File: src/source/armPipe_config.svh
`ifndef ARM_PIPE_CONFIG_SVH
`define ARM_PIPE_CONFIG_SVH

// Width of every data, address and instruction word
`define WORD_WIDTH 32

// Address of the first instruction fetch after reset
`define RESET_VECTOR 32'h0000_0000

// Register count and architectural width of a register number
`define REG_ADDR_WIDTH 4

// Byte step between consecutive instructions
`define INSTR_BYTES 4

// ARM reads the PC two instructions ahead of the branch
`define PC_AHEAD 8

`endif

File: src/source/armPipePkg.sv
`include "armPipe_config.svh"

package armPipePkg;

  // Data, address and instruction word
  typedef logic [`WORD_WIDTH-1:0] word_t;

  // Register number, r15 is the PC
  typedef logic [`REG_ADDR_WIDTH-1:0] regAddr_t;

  // ALU operation
  typedef logic [2:0] aluCtrl_t;

  // Operand source for the execute stage
  typedef logic [1:0] forward_t;

  localparam aluCtrl_t ALU_ADD  = 3'd0;
  localparam aluCtrl_t ALU_SUB  = 3'd1;
  localparam aluCtrl_t ALU_AND  = 3'd2;
  localparam aluCtrl_t ALU_ORR  = 3'd3;
  localparam aluCtrl_t ALU_MOVB = 3'd4;

  localparam forward_t FWD_REG = 2'b00;
  localparam forward_t FWD_WB  = 2'b01;
  localparam forward_t FWD_MEM = 2'b10;

  localparam regAddr_t PC_REG = 4'hF;

endpackage

File: src/source/hazard.sv
module hazard (
  input  logic                clk,
  input  logic                rstN,
  input  logic                match1EM, match1EW, match2EM, match2EW, match1DE, match2DE,
  input  logic                regWriteM, regWriteW,
  input  logic                memToRegE, branchTakenE,
  input  logic                iStall, dStall,
  output armPipePkg::forward_t forwardAE, forwardBE,
  output logic                stallF, stallD, stallE, stallM, stallW,
  output logic                flushD, flushE, flushW
);
  import armPipePkg::*;

  logic loadUseD;

  // Memory stage holds the younger result, so it wins over writeback
  always_comb
  begin
    if (match1EM && regWriteM)
      forwardAE = FWD_MEM;
    else if (match1EW && regWriteW)
      forwardAE = FWD_WB;
    else
      forwardAE = FWD_REG;

    if (match2EM && regWriteM)
      forwardBE = FWD_MEM;
    else if (match2EW && regWriteW)
      forwardBE = FWD_WB;
    else
      forwardBE = FWD_REG;
  end

  // Load in execute feeds an instruction in decode one cycle too late
  assign loadUseD = (match1DE | match2DE) & memToRegE;

  // Data wait freezes the whole pipe
  assign stallF = loadUseD | iStall | dStall;
  assign stallD = loadUseD | dStall;
  assign stallE = dStall;
  assign stallM = dStall;
  assign stallW = dStall;
  // Writeback retires once, then bubbles while memory waits
  assign flushW = dStall;

  // Branch or load bubble into execute, held back while execute is frozen
  assign flushE = (loadUseD | branchTakenE) & ~dStall;
  // Missing fetch becomes a bubble unless decode must keep its instruction
  assign flushD = (branchTakenE & ~dStall) | (iStall & ~stallD);

  // A resolved branch kills decode and leaves a bubble behind it in execute
  branchFlushChk: assert property (@(posedge clk) disable iff (!rstN)
    (branchTakenE && !dStall) |-> ((flushD && !stallD) ##1 !branchTakenE));

  // Writeback forwarding only from a writer that left memory without a wait
  fwdWriteChk: assert property (@(posedge clk) disable iff (!rstN)
    (forwardAE == FWD_WB || forwardBE == FWD_WB) |-> $past(regWriteM && !dStall));

  // Pipeline is quiet once reset has cleared the stage registers
  resetQuietChk: assert property (@(posedge clk)
    (!rstN ##1 !rstN) |-> (!(stallF || stallD || stallE || stallM || stallW ||
      flushD || flushE || flushW) && forwardAE == FWD_REG && forwardBE == FWD_REG));

endmodule

File: src/source/regFile.sv
module regFile (
  input  logic                 clk,
  input  logic                 we,
  input  armPipePkg::regAddr_t ra1, ra2, wa,
  input  armPipePkg::word_t    wd,
  output armPipePkg::word_t    rd1, rd2
);
  import armPipePkg::*;

  // r0 to r14, the PC lives in the datapath
  word_t regs [0:14];

  // Falling edge write, a same-cycle read in decode sees the new value
  always_ff @(negedge clk)
  begin
    if (we && (wa != PC_REG))
    begin
      regs[wa] <= wd;
    end
  end

  // r15 reads as zero
  assign rd1 = (ra1 == PC_REG) ? '0 : regs[ra1];
  assign rd2 = (ra2 == PC_REG) ? '0 : regs[ra2];

  // Write port never targets the PC
  pcWriteChk: assert property (@(posedge clk) we |-> (wa != PC_REG));

endmodule

File: src/source/decoder.sv
module decoder (
  input  armPipePkg::word_t    instrD,
  output logic                 regWriteD, memWriteD, memToRegD, branchD, aluSrcD,
  output armPipePkg::aluCtrl_t aluCtrlD,
  output armPipePkg::regAddr_t ra1D, ra2D, waD,
  output armPipePkg::word_t    immD
);
  import armPipePkg::*;

  logic     condAl, immOp, isLoad, isMov;
  logic     dpOpOk, operandOk, isDp, isMem, isBr;
  aluCtrl_t aluDp;
  regAddr_t rn, rd, rm;

  assign rn = instrD[19:16];
  assign rd = instrD[15:12];
  assign rm = instrD[3:0];
  assign immOp = instrD[25];
  assign isLoad = instrD[20];

  // Only the "always" condition is executed
  assign condAl = (instrD[31:28] == 4'b1110);

  // Data-processing opcode field
  always_comb
  begin
    dpOpOk = 1'b1;
    case (instrD[24:21])
      4'b0100: aluDp = ALU_ADD;
      4'b0010: aluDp = ALU_SUB;
      4'b0000: aluDp = ALU_AND;
      4'b1100: aluDp = ALU_ORR;
      4'b1101: aluDp = ALU_MOVB;
      default:
      begin
        aluDp = ALU_ADD;
        dpOpOk = 1'b0;
      end
    endcase
  end

  assign isMov = (instrD[24:21] == 4'b1101);
  // Immediate needs zero rotate, register needs no shift
  assign operandOk = immOp ? (instrD[11:8] == 4'b0000)
                           : ((instrD[11:4] == 8'h00) && (rm != PC_REG));

  // No PC reads or writes anywhere in the subset
  assign isDp = condAl && (instrD[27:26] == 2'b00) && dpOpOk && operandOk &&
                (rd != PC_REG) && (isMov || (rn != PC_REG));
  // Pre-indexed, add offset, word access, no writeback
  assign isMem = condAl && (instrD[27:21] == 7'b0101100) &&
                 (rd != PC_REG) && (rn != PC_REG);
  // Plain B, BL is not supported
  assign isBr = condAl && (instrD[27:24] == 4'b1010);

  assign regWriteD = isDp | (isMem & isLoad);
  assign memWriteD = isMem & ~isLoad;
  assign memToRegD = isMem & isLoad;
  assign branchD = isBr;
  assign aluSrcD = (isDp & immOp) | isMem;
  // Address is base plus offset
  assign aluCtrlD = isMem ? ALU_ADD : aluDp;

  // Store data comes through the second read port
  assign ra1D = rn;
  assign ra2D = isMem ? rd : rm;
  assign waD = rd;

  // Word offset for B, byte offset for memory, byte literal for ALU
  assign immD = isBr  ? {{6{instrD[23]}}, instrD[23:0], 2'b00} :
                isMem ? {20'h00000, instrD[11:0]} :
                        {24'h000000, instrD[7:0]};

endmodule

File: src/source/datapath.sv
`include "armPipe_config.svh"

module datapath (
  input  logic                 clk,
  input  logic                 rstN,
  // Instruction bus master
  output logic                 iCyc, iStb,
  output armPipePkg::word_t    iAdr,
  input  armPipePkg::word_t    iDatI,
  input  logic                 iAck,
  // Data bus master
  output logic                 dCyc, dStb, dWe,
  output armPipePkg::word_t    dAdr, dDatO,
  input  armPipePkg::word_t    dDatI,
  input  logic                 dAck,
  // Decoder
  input  logic                 regWriteD, memWriteD, memToRegD, branchD, aluSrcD,
  input  armPipePkg::aluCtrl_t aluCtrlD,
  input  armPipePkg::regAddr_t ra1D, ra2D, waD,
  input  armPipePkg::word_t    immD,
  output armPipePkg::word_t    instrD,
  // Register file
  input  armPipePkg::word_t    rd1D, rd2D,
  output logic                 regWriteW,
  output armPipePkg::regAddr_t waW,
  output armPipePkg::word_t    resultW,
  // Hazard unit
  output logic                 match1EM, match1EW, match2EM, match2EW, match1DE, match2DE,
  output logic                 regWriteM, memToRegE, branchTakenE, iStall, dStall,
  input  armPipePkg::forward_t forwardAE, forwardBE,
  input  logic                 stallF, stallD, stallE, stallM, stallW,
  input  logic                 flushD, flushE, flushW
);
  import armPipePkg::*;

  word_t    pcF, pcD, pcE, redirTarget, branchTargetE;
  logic     redirPend, redirectE;
  logic     regWriteE, memWriteE, branchE, aluSrcE;
  aluCtrl_t aluCtrlE;
  regAddr_t ra1E, ra2E, waE, waM;
  word_t    immE, rd1E, rd2E, srcAE, srcBE, writeDataE, aluResultE;
  logic     memWriteM, memToRegM, memToRegW;
  word_t    aluResultM, writeDataM, aluResultW, readDataW;

  // Fetch
  // Instruction port requests from the first cycle after reset on
  always_ff @(posedge clk)
  begin
    if (!rstN)
      iCyc <= 1'b0;
    else
      iCyc <= 1'b1;
  end

  assign iStb = iCyc;
  assign iAdr = pcF;
  assign iStall = iCyc & ~iAck;

  // Branch leaves execute this cycle
  assign redirectE = branchTakenE & ~dStall;

  // PC must hold during a fetch wait, so a late branch is parked
  always_ff @(posedge clk)
  begin
    if (!rstN)
    begin
      pcF <= `RESET_VECTOR;
      redirPend <= 1'b0;
    end
    else if (!stallF && iCyc)
    begin
      if (redirectE)
        pcF <= branchTargetE;
      else if (redirPend)
        pcF <= redirTarget;
      else
        pcF <= pcF + `INSTR_BYTES;
      redirPend <= 1'b0;
    end
    else if (redirectE)
      redirPend <= 1'b1;
  end

  always_ff @(posedge clk)
  begin
    if (redirectE)
      redirTarget <= branchTargetE;
  end

  // Decode register
  // Wrong-path word behind a parked branch is dropped too
  always_ff @(posedge clk)
  begin
    if (!rstN || flushD || redirPend || !iCyc)
      instrD <= '0;
    else if (!stallD)
      instrD <= iDatI;
  end

  always_ff @(posedge clk)
  begin
    if (!stallD)
      pcD <= pcF;
  end

  // Execute register
  always_ff @(posedge clk)
  begin
    if (!rstN || flushE)
    begin
      regWriteE <= 1'b0;
      memWriteE <= 1'b0;
      memToRegE <= 1'b0;
      branchE <= 1'b0;
    end
    else if (!stallE)
    begin
      regWriteE <= regWriteD;
      memWriteE <= memWriteD;
      memToRegE <= memToRegD;
      branchE <= branchD;
    end
  end

  // Held operands pick up forwarded values before writeback drains
  always_ff @(posedge clk)
  begin
    if (!stallE)
    begin
      aluSrcE <= aluSrcD;
      aluCtrlE <= aluCtrlD;
      ra1E <= ra1D;
      ra2E <= ra2D;
      waE <= waD;
      immE <= immD;
      pcE <= pcD;
      rd1E <= rd1D;
      rd2E <= rd2D;
    end
    else
    begin
      rd1E <= srcAE;
      rd2E <= writeDataE;
    end
  end

  // Execute
  always_comb
  begin
    case (forwardAE)
      FWD_WB:  srcAE = resultW;
      FWD_MEM: srcAE = aluResultM;
      default: srcAE = rd1E;
    endcase
    case (forwardBE)
      FWD_WB:  writeDataE = resultW;
      FWD_MEM: writeDataE = aluResultM;
      default: writeDataE = rd2E;
    endcase
  end

  assign srcBE = aluSrcE ? immE : writeDataE;

  always_comb
  begin
    case (aluCtrlE)
      ALU_SUB:  aluResultE = srcAE - srcBE;
      ALU_AND:  aluResultE = srcAE & srcBE;
      ALU_ORR:  aluResultE = srcAE | srcBE;
      ALU_MOVB: aluResultE = srcBE;
      default:  aluResultE = srcAE + srcBE;
    endcase
  end

  // Only condition "always" exists, so every branch is taken
  assign branchTakenE = branchE;
  assign branchTargetE = pcE + `PC_AHEAD + immE;

  // Source matches against younger stages
  assign match1EM = (ra1E == waM);
  assign match1EW = (ra1E == waW);
  assign match2EM = (ra2E == waM);
  assign match2EW = (ra2E == waW);
  assign match1DE = (ra1D == waE);
  assign match2DE = (ra2D == waE);

  // Memory register
  always_ff @(posedge clk)
  begin
    if (!rstN)
    begin
      regWriteM <= 1'b0;
      memWriteM <= 1'b0;
      memToRegM <= 1'b0;
    end
    else if (!stallM)
    begin
      regWriteM <= regWriteE;
      memWriteM <= memWriteE;
      memToRegM <= memToRegE;
    end
  end

  always_ff @(posedge clk)
  begin
    if (!stallM)
    begin
      aluResultM <= aluResultE;
      writeDataM <= writeDataE;
      waM <= waE;
    end
  end

  // Data bus follows the memory stage, frozen until ack
  assign dCyc = memWriteM | memToRegM;
  assign dStb = dCyc;
  assign dWe = memWriteM;
  assign dAdr = aluResultM;
  assign dDatO = writeDataM;
  assign dStall = dCyc & ~dAck;

  // Writeback register
  always_ff @(posedge clk)
  begin
    if (!rstN || flushW)
    begin
      regWriteW <= 1'b0;
      memToRegW <= 1'b0;
    end
    else if (!stallW)
    begin
      regWriteW <= regWriteM;
      memToRegW <= memToRegM;
    end
  end

  always_ff @(posedge clk)
  begin
    if (!stallW)
    begin
      aluResultW <= aluResultM;
      readDataW <= dDatI;
      waW <= waM;
    end
  end

  assign resultW = memToRegW ? readDataW : aluResultW;

  // Wishbone masters hold the request until ack
  iHoldChk: assert property (@(posedge clk) disable iff (!rstN)
    (iCyc && !iAck) |=> (iCyc && $stable(iAdr)));

  dHoldChk: assert property (@(posedge clk) disable iff (!rstN)
    (dCyc && !dAck) |=> (dCyc && $stable(dAdr) && $stable(dWe) && $stable(dDatO)));

endmodule

File: src/source/armPipeTop.sv
module armPipeTop (
  input  logic              clk,
  input  logic              rstN,
  // Instruction bus
  output logic              iCyc, iStb,
  output armPipePkg::word_t iAdr,
  input  armPipePkg::word_t iDatI,
  input  logic              iAck,
  // Data bus
  output logic              dCyc, dStb, dWe,
  output armPipePkg::word_t dAdr, dDatO,
  input  armPipePkg::word_t dDatI,
  input  logic              dAck
);
  import armPipePkg::*;

  // Decode stage controls
  word_t    instrD, immD, rd1D, rd2D;
  logic     regWriteD, memWriteD, memToRegD, branchD, aluSrcD;
  aluCtrl_t aluCtrlD;
  regAddr_t ra1D, ra2D, waD;

  // Register write from writeback
  logic     regWriteW;
  regAddr_t waW;
  word_t    resultW;

  // Hazard handshake
  logic     match1EM, match1EW, match2EM, match2EW, match1DE, match2DE;
  logic     regWriteM, memToRegE, branchTakenE, iStall, dStall;
  forward_t forwardAE, forwardBE;
  logic     stallF, stallD, stallE, stallM, stallW;
  logic     flushD, flushE, flushW;

  datapath datapathInst (.*);

  decoder decoderInst (.*);

  hazard hazardInst (.*);

  // Read in decode, write from writeback
  regFile regFileInst (
    .clk (clk),
    .we  (regWriteW),
    .ra1 (ra1D),
    .ra2 (ra2D),
    .wa  (waW),
    .wd  (resultW),
    .rd1 (rd1D),
    .rd2 (rd2D)
  );

endmodule

File: config.mk
export PLATFORM = sky130hd
export DESIGN_NAME = armPipeTop
export DESIGN_NICKNAME = d
export VERILOG_FILES = /design/src/source/armPipePkg.sv /design/src/source/hazard.sv /design/src/source/regFile.sv /design/src/source/decoder.sv /design/src/source/datapath.sv /design/src/source/armPipeTop.sv
export VERILOG_INCLUDE_DIRS = /design/src /design/src/source
export SDC_FILE = /design/constraint.sdc
export NUM_CORES = 2
export LEC_CHECK = 0
export ABC_CLOCK_PERIOD_IN_PS = 12350
export BUFFER_PORTS_ARGS = -buffer_cell sky130_fd_sc_hd__buf_2
export CORE_MARGIN = 2
export CORE_UTILIZATION = 60
export CTS_CLUSTER_DIAMETER = 120
export DETAILED_ROUTE_END_ITERATION = 12
export PLACE_DENSITY_LB_ADDON = 0.12
export SKIP_CTS_REPAIR_TIMING = 1
export SYNTH_ARGS = -nofsm -noshare
export SYNTH_HDL_FRONTEND = slang
export SYNTH_SLANG_ARGS = --single-unit
File: constraint.sdc
create_clock -name clk -period 12.35 [get_ports clk]
set_input_delay 3.0875 -clock clk [delete_from_list [all_inputs] [get_ports clk]]
set_output_delay 3.0875 -clock clk [all_outputs]
set_load 0.03 [all_outputs]
After elaboration in Yosys (flattened, before gate mapping). Memories as Yosys holds them, arrays and structs flattened. Cells that the tools add are included.

Div/mod/pow operators: 0. $lt $le $gt $ge: 0. Reductions and logical operators: 31. Add/subtract/negate cells: 5. Equality and inequality tests: 27. $mul: 0. Shifts and indexed selects: 0. Multiplexer cells: 24. Bitwise operators: 26.

Operators by type and width (count): $mux W32 (9); $pmux W32 S2 (2); $pmux W32 S4 (1); $add A32 B32 Y32 (2); $add A32 B3 Y32 const B (1); $add A32 B4 Y32 const B (1); $and A32 B32 Y32 (1); $or A32 B32 Y32 (1); $sub A32 B32 Y32 (1); $eq A4 B4 Y1 (6); $eq A4 B4 Y1 const B (6); $logic_and A1 B1 Y1 (16); $ne A4 B4 Y1 const B (4); $mux W12 (1); $pmux W3 S4 (1); $and A1 B1 Y1 (9); $or A1 B1 Y1 (9); $logic_not A4 Y1 (2); $logic_not A8 Y1 (1); $eq A7 B6 Y1 const B (1); $mux W1 (7); $eq A3 B2 Y1 const B (2); $logic_or A1 B1 Y1 (6); $not A1 Y1 (6); other kinds (12) (17).

Memories kept: 1. Memory bits (read-only): 0. Register bits: 419. Logic and storage cells: 145. Bits in writable memories: 480. Latch bits: 0.

Memory list: regFileInst.regs (words 15, bits a word 32, read ports 2, clocked after memory_dff 0, write ports 1, line regFile.sv:11) `word_t regs [0:14];`.

Logic depth before layout (Yosys ltp).
Depth after elaboration: 15. Depth in mapped cells: 29. Mapped depth without buffers: 25.

Modules after synthesis. A second synthesis with hierarchy kept.

Cell total of the unflattened synthesis: 3497. Area total of the unflattened synthesis: 45402.3 um^2.

By module, submodules not included: regFile (area an instance 22382.7 um^2, sequential area each 14413.8 um^2, cells each 1327, instances 1); datapath (area an instance 22306.4 um^2, sequential area each 11190.7 um^2, cells each 2068, instances 1); decoder (area an instance 609.3 um^2, sequential area each 0.0 um^2, cells each 83, instances 1); hazard (area an instance 103.8 um^2, sequential area each 0.0 um^2, cells each 19, instances 1).

==> impl_metrics.ini <==
[global_route]
first_global_vias = 34200
grt_first_pass_wirelength_mm = 206
grt_antenna_before_repair = 1
track_usage = 0.358
grt_overflow = 0
grt_max_degree = 184

[die]
rows = 100
dieWidth_um = 278
initial_core_util = 0.605
die-area_um2 = 77100
io_pins = 169
coreArea_um2 = 74300
die_y_um = 278

[yosys]
async_flop_share = 0
synth_top_flop_cell = edfxtp_1
synth.top_cell.area_share = 0.504
syn_inst = 3865
ys.warnings.count = 0
synth_top_cells_by_area = edfxtp_1 50%, mux4_2 6.4%, dfxtp_1 6.2%
post_synth.cell_area_avg_um2 = 11.6
synth_area_um2 = 44900
synth_top_area_cell = edfxtp_1
synth_most_common_cell = edfxtp_1
yosysSeqAreaShare = 0.566
synth_fp_nets = 4038
ys_ff_latch = 893
synthDistinctLibCells = 90
synth_edf_count = 754
synth_commonest_cells = 754 x edfxtp_1, 695 x nand2_1, 220 x o21ai_0

[routing]
ant_nets = 0
vias = 35600
vias_per_cell = 6.47
dr.pass1.iters = 10
wl_per_cell_um = 25.3
first_iter_violations = 5206
drcViolationCount = 0
routed_wl_mm = 139

[layout]
final_core_util = 0.701
multi_input_area_um2 = 18300
final_layout_size_suffix_gt1_frac = 0.145
seqCellArea_um2 = 25400
final_cells = 5502
final_nets = 4624
fillers = 5460
area.growth.synth_to_final_pct = 16.0

[place]
dp_cells = 4844
place_congestion = 0.930
io_buffers = 168
hpwlAfterDp_mm = 87.4
dpl_worst_slack_ns = 3.67

[worst_setup_path]
crit_path_max_incr_delay_ns = 0.63
critPathTopFamily = simple AND/OR/NAND/NOR gates
critical_path_arrival_ns = 2.87
slowest_stage = or3b_2
cp-end-kind = flip-flop
start_kind = flip-flop
crit_chain = or3b_2 -> nor2_4 -> buf_4
crit_fanout = 18
criticalPathCategory = flip-flop to flip-flop
worstPathRequired_ns = 6.48
crit_buf_inv = 1

[cts]
clk_path_buf_depth = 3
clock_latency_ns = 0.69
cts.sinks = 893
cts_max_level = 3
cts_buffers = 95
path_clk_slew_ns = 0.07
cts_tree = yes
root_buffer = clkbuf_16

[timing]
tightestPinTransition_ns = 1.29
finalSetupViolCount = 0
hold_viol = 0
drv_slew = 0
rsz0062_at_grt = false
fin_setup_tns_ns = 0
finalWorstSetupSlack_ns = 3.62
fin_worst_skew_ns = 0.0498
relSlewSlack = 0.138

[power]
internal-power_mw = 5.72
p_switching_mw = 2.20
pwr-share-comb = 0.085
ir_worst_vdd_mv = 0.110
p_clk_frac = 0.472
leakage_nw = 21.4
p_sw_frac = 0.278
power_mw = 7.92
pwr_density_cell_nw_per_um2 = 152
seqPwrFrac = 0.443

[run]
maxCapViolCount = 0

[outcome]
status = complete, no violations

[worst_hold_path]
hold_path_class = flip-flop to flip-flop
## area by class of cell
type | instances | area share
multi-input cells | 2637 | 0.352
diodes | 1 | 0.0000480
well taps | 969 | 0.0233
clock inverters | 533 | 0.0466
inverters | 93 | 0.00694
repair buffers | 251 | 0.0286
flip-flops and latches | 893 | 0.488
clock buffers | 125 | 0.0547
## logic make-up (layout without fill, tap and decap cells)
| family | after synthesis | in the layout | synth area share |
|---|---|---|---|
| other cells | 0 | 1 | 0 |
| flops | 893 | 893 | 0.566 |
| mux | 295 | 295 | 0.103 |
| xor+xnor | 131 | 131 | 0.0259 |
| compound gates | 819 | 819 | 0.115 |
| buf+inv | 335 | 1002 | 0.0307 |
| fa+ha+maj | 133 | 133 | 0.0358 |
| simple gates | 1259 | 1259 | 0.124 |
## metal layers
metal	track usage	wire, µm	vias to the layer above	part of all wire
met4	0.191	7990	2	0.057
met5	0	16	-	0.00011
met3	0.0870	16700	418	0.12
met1	0.485	52900	17100	0.38
met2	0.537	61600	2425	0.44
li1	-	-	15700	-
## power by group through the flow
stage	logic (mW)	clock network (mW)	registers, mW
after floorplan	0.396	0.230	3.56
after global placement	0.647	0.230	3.55
after detailed placement	0.656	0.230	3.55
after CTS	0.661	3.76	3.50
after global routing	0.723	4.01	3.51
final	0.675	3.74	3.50
## state kept, by name, summed over array words and instances (netlist names), 3 cells and up
signal	count
datapathInst.aluResultW	32
datapathInst.waM	4
datapathInst.dAdr	32
datapathInst.rd1E	32
datapathInst.pcD	32
datapathInst.rd2E	32
datapathInst.immE	26
datapathInst.ra2E	4
datapathInst.iAdr	32
datapathInst.readDataW	32
datapathInst.waW	4
datapathInst.redirTarget	32
datapathInst.aluCtrlE	3
datapathInst.dDatO	32
regFileInst.regs	480
datapathInst.instrD	32
datapathInst.ra1E	4
datapathInst.waE	4
datapathInst.pcE	32
## placed cells by master, fill, tap and decap left out, types with 45 or more instances in the layout
cell type,n
mux4_2,128
buf_2,168
inv_1,567
nand2_1,694
a31oi_1,114
nor3_1,49
buf_4,81
o211ai_1,45
a21oi_1,148
nand3_1,52
ha_1,103
edfxtp_1,754
o21ai_0,220
mux2i_1,123
xnor2_1,83
and3_1,109
xor2_1,46
clkbuf_16,110
nor2_1,197
dfxtp_1,133
## per-stage QoR
stage | cell area, µm² | hold WS [ns]
after CTS | 52100 | 0.417
final | 52100 | 0.415
after global routing | 52100 | 0.425
after floorplan | 44900 | 0.400
after global placement | 46800 | 0.401
after detailed placement | 46800 | 0.405
## final timing paths
check | from | end | slack, ns | depth (start not counted)
worst max-delay path | datapathInst.waW[2] | regFileInst.regs[1][3] | 3.62 | 3
worst min-delay path | datapathInst.pcD[4] | datapathInst.pcE[4] | 0.41 | 0
worst max register to register | datapathInst.waW[2] | regFileInst.regs[1][3] | 3.62 | 3
worst min register to register | datapathInst.pcD[4] | datapathInst.pcE[4] | 0.41 | 0
Note: power is estimated with default switching activity, not from simulation.
